<file path="src/spikecnt_pkg.sv">
`default_nettype none

package spikecnt_pkg;

    //////////////////////////////////////////////////
    // widths
    //////////////////////////////////////////////////

    // spike total of one channel over one window
    typedef logic [31:0] cnt_t;

    // divider half count, host value zero-extended from 16 bits
    typedef logic [17:0] half_cnt_t;

    // one word as the host sends it
    typedef logic [15:0] host_word_t;

    // one waveform element, bit c is the spike of channel c
    typedef logic [31:0] element_t;

    //////////////////////////////////////////////////
    // bundles
    //////////////////////////////////////////////////

    // one playback beat, fanned out to every counter
    typedef struct packed {
        element_t spikes;
        // new beat this cycle
        logic     strobe;
        // this beat is the last of its window
        logic     window_end;
    } spike_beat_s;

    // per-channel result of a closed window
    typedef struct packed {
        cnt_t count;
        // high for one cycle when count is valid
        logic done;
    } count_report_s;

    //////////////////////////////////////////////////
    // default parameter values
    //////////////////////////////////////////////////

    // channel count, 1 to 32
    localparam int unsigned NUM_CHAN_DEF       = 4;
    // table depth in elements
    localparam int unsigned DEPTH_DEF          = 16;
    // beats per counting window
    localparam int unsigned WINDOW_TICKS_DEF   = 8;
    // divider half count out of reset
    localparam int unsigned RESET_HALF_CNT_DEF = 3;

endpackage

`default_nettype wire

</file>
<file path="src/count_readout.sv">
`timescale 1ns/1ps
`default_nettype none

module count_readout
    import spikecnt_pkg::*;
#(
    parameter int unsigned NUM_CHAN = NUM_CHAN_DEF
)
(
    input  wire                ep50trig,
    input  wire                reset_global,
    input  wire count_report_s reports [NUM_CHAN],
    // host pops one channel per strobe
    input  wire                read_strobe,
    output logic               new_window,
    // sticky, a window was lost before it was drained
    output logic               overrun,
    output cnt_t               read_count
);

    localparam int unsigned IDX_W = (NUM_CHAN > 1) ? $clog2(NUM_CHAN) : 1;
    localparam logic [IDX_W-1:0] LAST_IDX = IDX_W'(NUM_CHAN - 1);

    cnt_t             bank [NUM_CHAN];
    logic [IDX_W-1:0] rd_idx;
    logic             any_done;

    // counters close together, any done bit marks the window
    always_comb
    begin
        any_done = 1'b0;
        for (int c = 0; c < NUM_CHAN; c++)
        begin
            any_done |= reports[c].done;
        end
    end

    //////////////////////////////////////////////////
    // count bank
    //////////////////////////////////////////////////

    // cleared so read_count is 0 out of reset
    always_ff @(posedge ep50trig)
    begin
        for (int c = 0; c < NUM_CHAN; c++)
        begin
            if (reset_global)
            begin
                bank[c] <= '0;
            end
            else if (reports[c].done)
            begin
                bank[c] <= reports[c].count;
            end
        end
    end

    //////////////////////////////////////////////////
    // drain control
    //////////////////////////////////////////////////

    always_ff @(posedge ep50trig)
    begin
        if (reset_global)
        begin
            rd_idx     <= '0;
            new_window <= 1'b0;
            overrun    <= 1'b0;
        end
        else if (any_done)
        begin
            // no back-pressure, newest window wins
            rd_idx     <= '0;
            new_window <= 1'b1;
            if (new_window)
            begin
                overrun <= 1'b1;
            end
        end
        else if (read_strobe && new_window)
        begin
            if (rd_idx == LAST_IDX)
            begin
                rd_idx     <= '0;
                new_window <= 1'b0;
            end
            else
            begin
                rd_idx <= rd_idx + 1'b1;
            end
        end
    end

    assign read_count = bank[rd_idx];

endmodule

`default_nettype wire

</file>
<file path="src/spike_counter.sv">
`timescale 1ns/1ps
`default_nettype none

module spike_counter
    import spikecnt_pkg::*;
#(
    // which bit of beat.spikes this counter watches
    parameter int unsigned CHAN = 0
)
(
    input  wire              ep50trig,
    input  wire              reset_global,
    input  wire spike_beat_s beat,
    output count_report_s    report
);

    // sum of the window so far
    cnt_t run_cnt;
    // total of the last closed window
    cnt_t total_q;
    logic done_q;
    logic spike_bit;
    logic closing;

    assign spike_bit = beat.spikes[CHAN];
    // window_end only ever comes with a strobe, checked anyway
    assign closing   = beat.strobe && beat.window_end;

    //////////////////////////////////////////////////
    // running count
    //////////////////////////////////////////////////

    always_ff @(posedge ep50trig)
    begin
        if (reset_global)
        begin
            run_cnt <= '0;
            done_q  <= 1'b0;
        end
        else if (closing)
        begin
            // next beat opens a fresh window
            run_cnt <= '0;
            done_q  <= 1'b1;
        end
        else
        begin
            done_q <= 1'b0;
            if (beat.strobe)
            begin
                run_cnt <= run_cnt + cnt_t'(spike_bit);
            end
        end
    end

    // closing beat belongs to the window it closes
    always_ff @(posedge ep50trig)
    begin
        if (closing)
        begin
            total_q <= run_cnt + cnt_t'(spike_bit);
        end
    end

    assign report = '{count: total_q, done: done_q};

endmodule

`default_nettype wire

</file>
<file path="src/spikecnt_top.sv">
`timescale 1ns/1ps
`default_nettype none

module spikecnt_top
    import spikecnt_pkg::*;
#(
    parameter int unsigned NUM_CHAN       = NUM_CHAN_DEF,
    parameter int unsigned DEPTH          = DEPTH_DEF,
    parameter int unsigned WINDOW_TICKS   = WINDOW_TICKS_DEF,
    parameter int unsigned RESET_HALF_CNT = RESET_HALF_CNT_DEF
)
(
    input  wire             ep50trig,
    input  wire             reset_global,
    // rate setting
    input  wire             rate_load,
    input  wire host_word_t rate_value,
    // waveform load and restart
    input  wire             feed_valid,
    input  wire host_word_t feed_data,
    input  wire             repop,
    // count drain
    input  wire             read_strobe,
    output wire             sim_tick,
    output wire             done_feeding,
    output wire             new_window,
    output wire             overrun,
    output wire cnt_t       read_count
);

    // beat fanned out to all counters
    spike_beat_s   beat;
    // one report per channel
    count_report_s reports [NUM_CHAN];

    //////////////////////////////////////////////////
    // tick source and waveform feeder
    //////////////////////////////////////////////////

    tick_gen #(
        .RESET_HALF_CNT (RESET_HALF_CNT)
    ) tick_gen_i (
        .ep50trig     (ep50trig),
        .reset_global (reset_global),
        .rate_load    (rate_load),
        .rate_value   (rate_value),
        .sim_tick     (sim_tick)
    );

    waveform_store #(
        .NUM_CHAN     (NUM_CHAN),
        .DEPTH        (DEPTH),
        .WINDOW_TICKS (WINDOW_TICKS)
    ) waveform_store_i (
        .ep50trig     (ep50trig),
        .reset_global (reset_global),
        .feed_valid   (feed_valid),
        .feed_data    (feed_data),
        .repop        (repop),
        .sim_tick     (sim_tick),
        .done_feeding (done_feeding),
        .beat         (beat)
    );

    //////////////////////////////////////////////////
    // counter array and readout
    //////////////////////////////////////////////////

    // one counter per channel bit
    for (genvar c = 0; c < NUM_CHAN; c++)
    begin : chan_g
        spike_counter #(
            .CHAN (c)
        ) spike_counter_i (
            .ep50trig     (ep50trig),
            .reset_global (reset_global),
            .beat         (beat),
            .report       (reports[c])
        );
    end

    count_readout #(
        .NUM_CHAN (NUM_CHAN)
    ) count_readout_i (
        .ep50trig     (ep50trig),
        .reset_global (reset_global),
        .reports      (reports),
        .read_strobe  (read_strobe),
        .new_window   (new_window),
        .overrun      (overrun),
        .read_count   (read_count)
    );

endmodule

`default_nettype wire

</file>
<file path="src/tick_gen.sv">
`timescale 1ns/1ps
`default_nettype none

module tick_gen
    import spikecnt_pkg::*;
#(
    parameter int unsigned RESET_HALF_CNT = RESET_HALF_CNT_DEF
)
(
    input  wire             ep50trig,
    input  wire             reset_global,
    // host loads a new rate
    input  wire             rate_load,
    input  wire host_word_t rate_value,
    // one-cycle enable, every half_cnt+1 cycles
    output logic            sim_tick
);

    //////////////////////////////////////////////////
    // rate register
    //////////////////////////////////////////////////

    // current half count
    half_cnt_t half_cnt;
    // cycles left until the next tick
    half_cnt_t down_cnt;

    always_ff @(posedge ep50trig)
    begin
        if (reset_global)
        begin
            half_cnt <= half_cnt_t'(RESET_HALF_CNT);
        end
        else if (rate_load)
        begin
            // zero-extend host value
            half_cnt <= half_cnt_t'(rate_value);
        end
    end

    //////////////////////////////////////////////////
    // divider
    //////////////////////////////////////////////////

    // down-counter restarts from the new value on reset or load,
    // so first tick lands half_cnt+1 cycles after either
    always_ff @(posedge ep50trig)
    begin
        if (reset_global)
        begin
            down_cnt <= half_cnt_t'(RESET_HALF_CNT);
            sim_tick <= 1'b0;
        end
        else if (rate_load)
        begin
            down_cnt <= half_cnt_t'(rate_value);
            sim_tick <= 1'b0;
        end
        else if (down_cnt == '0)
        begin
            // wrap, reload and fire
            down_cnt <= half_cnt;
            sim_tick <= 1'b1;
        end
        else
        begin
            down_cnt <= down_cnt - 1'b1;
            sim_tick <= 1'b0;
        end
    end

endmodule

`default_nettype wire

</file>
<file path="src/waveform_store.sv">
`timescale 1ns/1ps
`default_nettype none

module waveform_store
    import spikecnt_pkg::*;
#(
    parameter int unsigned NUM_CHAN     = NUM_CHAN_DEF,
    parameter int unsigned DEPTH        = DEPTH_DEF,
    parameter int unsigned WINDOW_TICKS = WINDOW_TICKS_DEF
)
(
    input  wire             ep50trig,
    input  wire             reset_global,
    // host word stream, low word of each element first
    input  wire             feed_valid,
    input  wire host_word_t feed_data,
    // restart playback at element 0
    input  wire             repop,
    input  wire             sim_tick,
    output logic            done_feeding,
    output spike_beat_s     beat
);

    localparam int unsigned PTR_W = (DEPTH > 1) ? $clog2(DEPTH) : 1;
    localparam int unsigned WIN_W = (WINDOW_TICKS > 1) ? $clog2(WINDOW_TICKS) : 1;
    localparam logic [PTR_W-1:0] LAST_PTR = PTR_W'(DEPTH - 1);
    localparam logic [WIN_W-1:0] LAST_WIN = WIN_W'(WINDOW_TICKS - 1);
    // only the low NUM_CHAN bits reach the counters
    localparam element_t CHAN_MASK = element_t'((64'd1 << NUM_CHAN) - 64'd1);

    // loading side
    host_word_t       low_half;
    logic             hi_phase;
    logic [PTR_W-1:0] wr_ptr;
    element_t         wave_mem [DEPTH];
    logic             feed_take;

    // playback side
    logic [PTR_W-1:0] play_ptr;
    logic [WIN_W-1:0] win_pos;
    logic             play_take;
    element_t         beat_spikes;
    logic             beat_strobe;
    logic             beat_end;

    // feed words count only until the table is full
    assign feed_take = feed_valid && !done_feeding;
    assign play_take = sim_tick && done_feeding && !repop;

    //////////////////////////////////////////////////
    // table fill
    //////////////////////////////////////////////////

    always_ff @(posedge ep50trig)
    begin
        if (reset_global)
        begin
            hi_phase     <= 1'b0;
            wr_ptr       <= '0;
            done_feeding <= 1'b0;
        end
        else if (feed_take)
        begin
            hi_phase <= ~hi_phase;
            if (hi_phase)
            begin
                wr_ptr <= (wr_ptr == LAST_PTR) ? '0 : wr_ptr + 1'b1;
                // last element written, table locked until reset
                if (wr_ptr == LAST_PTR)
                begin
                    done_feeding <= 1'b1;
                end
            end
        end
    end

    // low word parks here until its high word arrives
    always_ff @(posedge ep50trig)
    begin
        if (feed_take)
        begin
            if (!hi_phase)
            begin
                low_half <= feed_data;
            end
            else
            begin
                wave_mem[wr_ptr] <= {feed_data, low_half};
            end
        end
    end

    //////////////////////////////////////////////////
    // playback
    //////////////////////////////////////////////////

    // counters keep their running sums across repop,
    // so the host issues it right after a window closes
    always_ff @(posedge ep50trig)
    begin
        if (reset_global || repop)
        begin
            play_ptr    <= '0;
            win_pos     <= '0;
            beat_strobe <= 1'b0;
            beat_end    <= 1'b0;
        end
        else if (play_take)
        begin
            beat_strobe <= 1'b1;
            beat_end    <= (win_pos == LAST_WIN);
            play_ptr    <= (play_ptr == LAST_PTR) ? '0 : play_ptr + 1'b1;
            win_pos     <= (win_pos == LAST_WIN) ? '0 : win_pos + 1'b1;
        end
        else
        begin
            beat_strobe <= 1'b0;
            beat_end    <= 1'b0;
        end
    end

    // element payload, qualified by beat_strobe
    always_ff @(posedge ep50trig)
    begin
        if (play_take)
        begin
            beat_spikes <= wave_mem[play_ptr] & CHAN_MASK;
        end
    end

    assign beat = '{spikes: beat_spikes, strobe: beat_strobe, window_end: beat_end};

endmodule

`default_nettype wire
</file>
<file path="config.mk">
export PLATFORM = sky130hd
export DESIGN_NAME = spikecnt_top
export DESIGN_NICKNAME = d
export VERILOG_FILES = /design/src/spikecnt_pkg.sv /design/src/count_readout.sv /design/src/spike_counter.sv /design/src/spikecnt_top.sv /design/src/tick_gen.sv /design/src/waveform_store.sv
export SDC_FILE = /design/constraint.sdc
export NUM_CORES = 1
export LEC_CHECK = 0
export BUFFER_PORTS_ARGS = -buffer_cell sky130_fd_sc_hd__buf_2
export CAP_MARGIN = 10
export CORE_ASPECT_RATIO = 1.25
export CORE_MARGIN = 2
export CORE_UTILIZATION = 56
export DETAILED_ROUTE_END_ITERATION = 6
export GPL_ROUTABILITY_DRIVEN = 0
export PLACE_DENSITY = 0.76
export SLEW_MARGIN = 20
export SYNTH_ARGS = -nofsm -noshare
export SYNTH_HDL_FRONTEND = slang
export SYNTH_SLANG_ARGS = --single-unit
</file>
<file path="constraint.sdc">
create_clock -name ep50trig -period 5.6 [get_ports ep50trig]
set_clock_uncertainty 0.15 [all_clocks]
set_input_delay 0.84 -clock ep50trig [delete_from_list [all_inputs] [get_ports ep50trig]]
set_output_delay 0.84 -clock ep50trig [all_outputs]
set_load 0.005 [all_outputs]
</file>
==> impl_metrics.env <==
export IMPL_irDropWorstVdd_mv=0.323
export IMPL_hold_path_class="input pin to flip-flop"
export IMPL_rsz0062_at_grt="false"
export IMPL_area_growth_synth_to_final_pct=10.6
export IMPL_grt_util_all_layers_pct=21.4
export IMPL_finalNetCount=1924
export IMPL_cp_top_family="buffers and inverters"
export IMPL_r2r_end="chan_g[2].spike_counter_i.run_cnt[30]"
export IMPL_core_region_area_um2=39100
export IMPL_dr_pass1_iters=7
export IMPL_numCtsBuffers=50
export IMPL_combinational_share_of_power_pct=2.1
export IMPL_grt_pass1_vias=13600
export IMPL_asyncSetResetFlopFracSynth_pct=0
export IMPL_grt_antenna_before_repair=0
export IMPL_rows=81
export IMPL_regToRegSetupSlack_ns=2.59
export IMPL_clock_power_share_pct=44.2
export IMPL_post_route_worst_setup_slack_ns=2.39
export IMPL_fin_cells=2408
export IMPL_synth_ff_type="sky130_fd_sc_hd__edfxtp_1"
export IMPL_cts_path_max_buffers=3
export IMPL_htreeDepth=2
export IMPL_io_buffers=61
export IMPL_setup_violations_final=0
export IMPL_total_power_w=0.00765
export IMPL_number_of_remaining_drc_errors=0
export IMPL_placement_setup_worst_slack_ns=2.60
export IMPL_period_needed_ns=3.21
export IMPL_source_to_sink_clock_delay_at_the_later_pin_of_the_worst_skew_pair_ns=0.58
export IMPL_die_y_um=227
export IMPL_start_util_pct=56.9
export IMPL_dp_cells=2314
export IMPL_buffers_inverters_on_critical_path=2
export IMPL_critPathCapture="read_count[29]"
export IMPL_mappedNetlistArea_um2=22300
export IMPL_design_die_area_um2=41400
export IMPL_crit_path_start_kind="flip-flop"
export IMPL_timing_max_cap_violations=0
export IMPL_power_leakage_nw=8.53
export IMPL_detailedRoute_firstIterationViolations=806
export IMPL_postSynthNetCount=1890
export IMPL_antenna_cells=0
export IMPL_finalMaxSlewViolations=0
export IMPL_wire_length_of_the_first_global_routing_pass_um=70000
export IMPL_cts_root_buf="sky130_fd_sc_hd__clkbuf_16"
export IMPL_yosys_cell_types_count=56
export IMPL_fin_crit_sh_pct=57.4
export IMPL_criticalPathCategory="flip-flop to primary output"
export IMPL_dpl_hpwl_um=27900
export IMPL_yosys_warnings=0
export IMPL_post_cts_repair_setup_buffers=0
export IMPL_crit_path_max_fanout=32
export IMPL_ys_ff_latch=513
export IMPL_crit_path_cell_trace="buf_4 -> mux4_2 -> buf_2"
export IMPL_route_vias_total=13700
export IMPL_seq_power_share_pct=53.7
export IMPL_wirelength_um=43200
export IMPL_routed_via_density=5.69
export IMPL_finalHoldViolations=0
export IMPL_synth_edf_count=328
export IMPL_r2r_cells=6
export IMPL_setup_total_negative_slack_ns=0
export IMPL_cts_clk_slew_worst_paths_ns=0.07
export IMPL_crit_cells=3
export IMPL_cellPowerDensity_nw_per_um2=311
export IMPL_io_pin_count=74
export IMPL_max_slew_margin_rel_pct=30.0
export IMPL_status="completed"
export IMPL_critical_path_required_ns=4.61
export IMPL_post_cts_resized=0
export IMPL_die_x_um=182
export IMPL_data_arrival_time_of_the_critical_path_ns=2.22
export IMPL_synthDominantCellAreaShare_pct=44.3
export IMPL_max_slew_worst_pin_slew_ns=1.05
export IMPL_grt_start_max_net_pins=76
export IMPL_post_route_util_pct=62.9
export IMPL_yosysSeqAreaShare_pct=60.9
export IMPL_route_antenna_remaining_nets=0
export IMPL_timing_critical_path_slowest_cell_delay_ns=0.62
export IMPL_syn_mean_instance_area_um2=12.1
export IMPL_cells_taking_the_most_area_after_synthesis="sky130_fd_sc_hd__edfxtp_1 44%, sky130_fd_sc_hd__dfxtp_1 17%, sky130_fd_sc_hd__mux4_2 4.9%, sky130_fd_sc_hd__xor2_1 4.8%, sky130_fd_sc_hd__xnor2_1 4.5%"
export IMPL_tritoncts="done"
export IMPL_r2r_start="waveform_store_i.beat_strobe"
export IMPL_cell_internal_pwr_w=0.00608
export IMPL_p_switching_w=0.00157
export IMPL_layout_drive_gt1_share_pct=12.8
export IMPL_cts_hold_buf=0
export IMPL_maxClockFrequency_mhz=311
export IMPL_power_switching_fraction_pct=20.5
export IMPL_gate_count_post_synth=1835
export IMPL_holdPathStages=1
export IMPL_synth_largest_area_cell="sky130_fd_sc_hd__edfxtp_1"
export IMPL_critPathSlowestCell="sky130_fd_sc_hd__mux4_2"
export IMPL_routedWlPerCell_um=17.9
export IMPL_grt_ovfl_total=0
export IMPL_crit_path_end_kind="primary output"
export IMPL_clock_sink_count=513
==> cell usage after synthesis, types with 2 or more instances <==
| master | instances |
|---|---|
| sky130_fd_sc_hd__or2_1 | 2 |
| sky130_fd_sc_hd__nand2_1 | 160 |
| sky130_fd_sc_hd__o21ai_1 | 4 |
| sky130_fd_sc_hd__o22ai_1 | 3 |
| sky130_fd_sc_hd__mux2i_1 | 16 |
| sky130_fd_sc_hd__buf_2 | 22 |
| sky130_fd_sc_hd__dfxtp_1 | 185 |
| sky130_fd_sc_hd__a21oi_1 | 54 |
| sky130_fd_sc_hd__inv_1 | 20 |
| sky130_fd_sc_hd__nor2_1 | 188 |
| sky130_fd_sc_hd__o32ai_1 | 7 |
| sky130_fd_sc_hd__or3_1 | 22 |
| sky130_fd_sc_hd__ha_1 | 17 |
| sky130_fd_sc_hd__nor3_2 | 4 |
| sky130_fd_sc_hd__and2_0 | 3 |
| sky130_fd_sc_hd__buf_6 | 4 |
| sky130_fd_sc_hd__nand2b_1 | 5 |
| sky130_fd_sc_hd__nor4_2 | 2 |
| sky130_fd_sc_hd__nand3_2 | 3 |
| sky130_fd_sc_hd__nand4_2 | 2 |
| sky130_fd_sc_hd__nor4_4 | 6 |
| sky130_fd_sc_hd__buf_1 | 3 |
| sky130_fd_sc_hd__or4_1 | 3 |
| sky130_fd_sc_hd__nand4_1 | 55 |
| sky130_fd_sc_hd__and4_1 | 9 |
| sky130_fd_sc_hd__o21ai_0 | 21 |
| sky130_fd_sc_hd__mux4_2 | 48 |
| sky130_fd_sc_hd__a211oi_1 | 4 |
| sky130_fd_sc_hd__nor2b_1 | 13 |
| sky130_fd_sc_hd__edfxtp_1 | 328 |
| sky130_fd_sc_hd__nand3_1 | 71 |
| sky130_fd_sc_hd__nor3_1 | 43 |
| sky130_fd_sc_hd__xor2_1 | 122 |
| sky130_fd_sc_hd__and3_1 | 22 |
| sky130_fd_sc_hd__clkbuf_1 | 69 |
| sky130_fd_sc_hd__o211ai_1 | 3 |
| sky130_fd_sc_hd__nor4_1 | 17 |
| sky130_fd_sc_hd__or2_2 | 5 |
| sky130_fd_sc_hd__xnor2_1 | 114 |
| sky130_fd_sc_hd__and2_1 | 140 |
==> power by group through the flow <==
stage,registers [W],clock network [W],logic (W)
2_1_floorplan,0.00417,0,0.000111
3_3_place_gp,0.00418,0,0.000159
3_5_place_dp,0.00419,0,0.000163
4_1_cts,0.00411,0.00344,0.000164
5_1_grt,0.00411,0.00357,0.000181
6_report,0.00411,0.00338,0.000162
==> state kept, by name (all words and copies together) (netlist names), 2 cells and up, named ones only <==
name and cells:
waveform_store_i.beat_spikes 4, waveform_store_i.win_pos 3, count_readout_i.bank 128, chan_g.spike_counter_i.run_cnt 128, tick_gen_i.down_cnt 18, tick_gen_i.half_cnt 16
waveform_store_i.wr_ptr 4, waveform_store_i.wave_mem 64, waveform_store_i.low_half 4, chan_g.spike_counter_i.total_q 128, waveform_store_i.play_ptr 4, count_readout_i.rd_idx 2
==> stage by stage <==
stage               hold slack, ns  cell area, um^2
global placement             0.292            22900
finish                       0.281            24600
global route                 0.258            24600
detailed placement           0.306            22900
CTS                          0.246            24600
floorplan                    0.281            22300
==> placed cells by master, fill, tap and decap left out, types with 5 or more instances in the layout <==
cell type / count
sky130_fd_sc_hd__a21oi_1: 54
sky130_fd_sc_hd__and2_1: 139
sky130_fd_sc_hd__and3_1: 22
sky130_fd_sc_hd__and4_1: 9
sky130_fd_sc_hd__buf_2: 61
sky130_fd_sc_hd__buf_4: 18
sky130_fd_sc_hd__clkbuf_1: 6
sky130_fd_sc_hd__clkbuf_16: 52
sky130_fd_sc_hd__clkinv_2: 14
sky130_fd_sc_hd__dfxtp_1: 183
sky130_fd_sc_hd__edfxtp_1: 328
sky130_fd_sc_hd__ha_1: 17
sky130_fd_sc_hd__inv_1: 20
sky130_fd_sc_hd__mux2i_1: 16
sky130_fd_sc_hd__mux4_2: 48
sky130_fd_sc_hd__nand2_1: 160
sky130_fd_sc_hd__nand2b_1: 5
sky130_fd_sc_hd__nand3_1: 71
sky130_fd_sc_hd__nand4_1: 55
sky130_fd_sc_hd__nor2_1: 188
sky130_fd_sc_hd__nor2b_1: 12
sky130_fd_sc_hd__nor3_1: 43
sky130_fd_sc_hd__nor4_1: 17
sky130_fd_sc_hd__nor4_4: 6
sky130_fd_sc_hd__o21ai_0: 21
sky130_fd_sc_hd__o32ai_1: 7
sky130_fd_sc_hd__or3_1: 22
sky130_fd_sc_hd__xnor2_1: 114
sky130_fd_sc_hd__xor2_1: 122
==> cell families after synthesis <==
family	synth area share [%]
AOI/OAI and AO/OA	2.65
xor gates and xnor gates	9.29
adders and majority gates	0.956
buffers and inverters	2.28
DFF	60.9
muxes	5.58
and+or+nand+nor	18.4
==> layout make-up <==
cell class / instances / area, um^2
Clock buffer: 62 / 1380
Clock inverter: 31 / 284
Fill cell: 2908 / 14500
Inverter: 20 / 75.1
Multi-Input combinational cell: 1203 / 8210
Sequential cell: 513 / 13600
Tap cell: 498 / 623
Timing Repair Buffer: 81 / 488
==> routing by layer <==
layer	routed length [um]	part of all wire, %	up-vias	GRT usage (%)
li1	-	-	6573	-
met1	18100	42	6650	27.1
met2	21700	50	400	37.5
met3	2180	5.0	84	3.20
met4	1210	2.8	0	8.06
met5	0	0	-	0
==> how the worst min path moves through the flow <==
stage	startpoint	endpoint
after floorplan	tick_gen_i.half_cnt[1]	tick_gen_i.half_cnt[1]
after global placement	tick_gen_i.half_cnt[15]	tick_gen_i.half_cnt[15]
after detailed placement	tick_gen_i.half_cnt[1]	tick_gen_i.half_cnt[1]
after CTS	feed_data[3]	waveform_store_i.low_half[3]
after global routing	feed_data[0]	waveform_store_i.low_half[0]
final	feed_data[3]	waveform_store_i.low_half[3]
(Power assumes the default switching activity.)
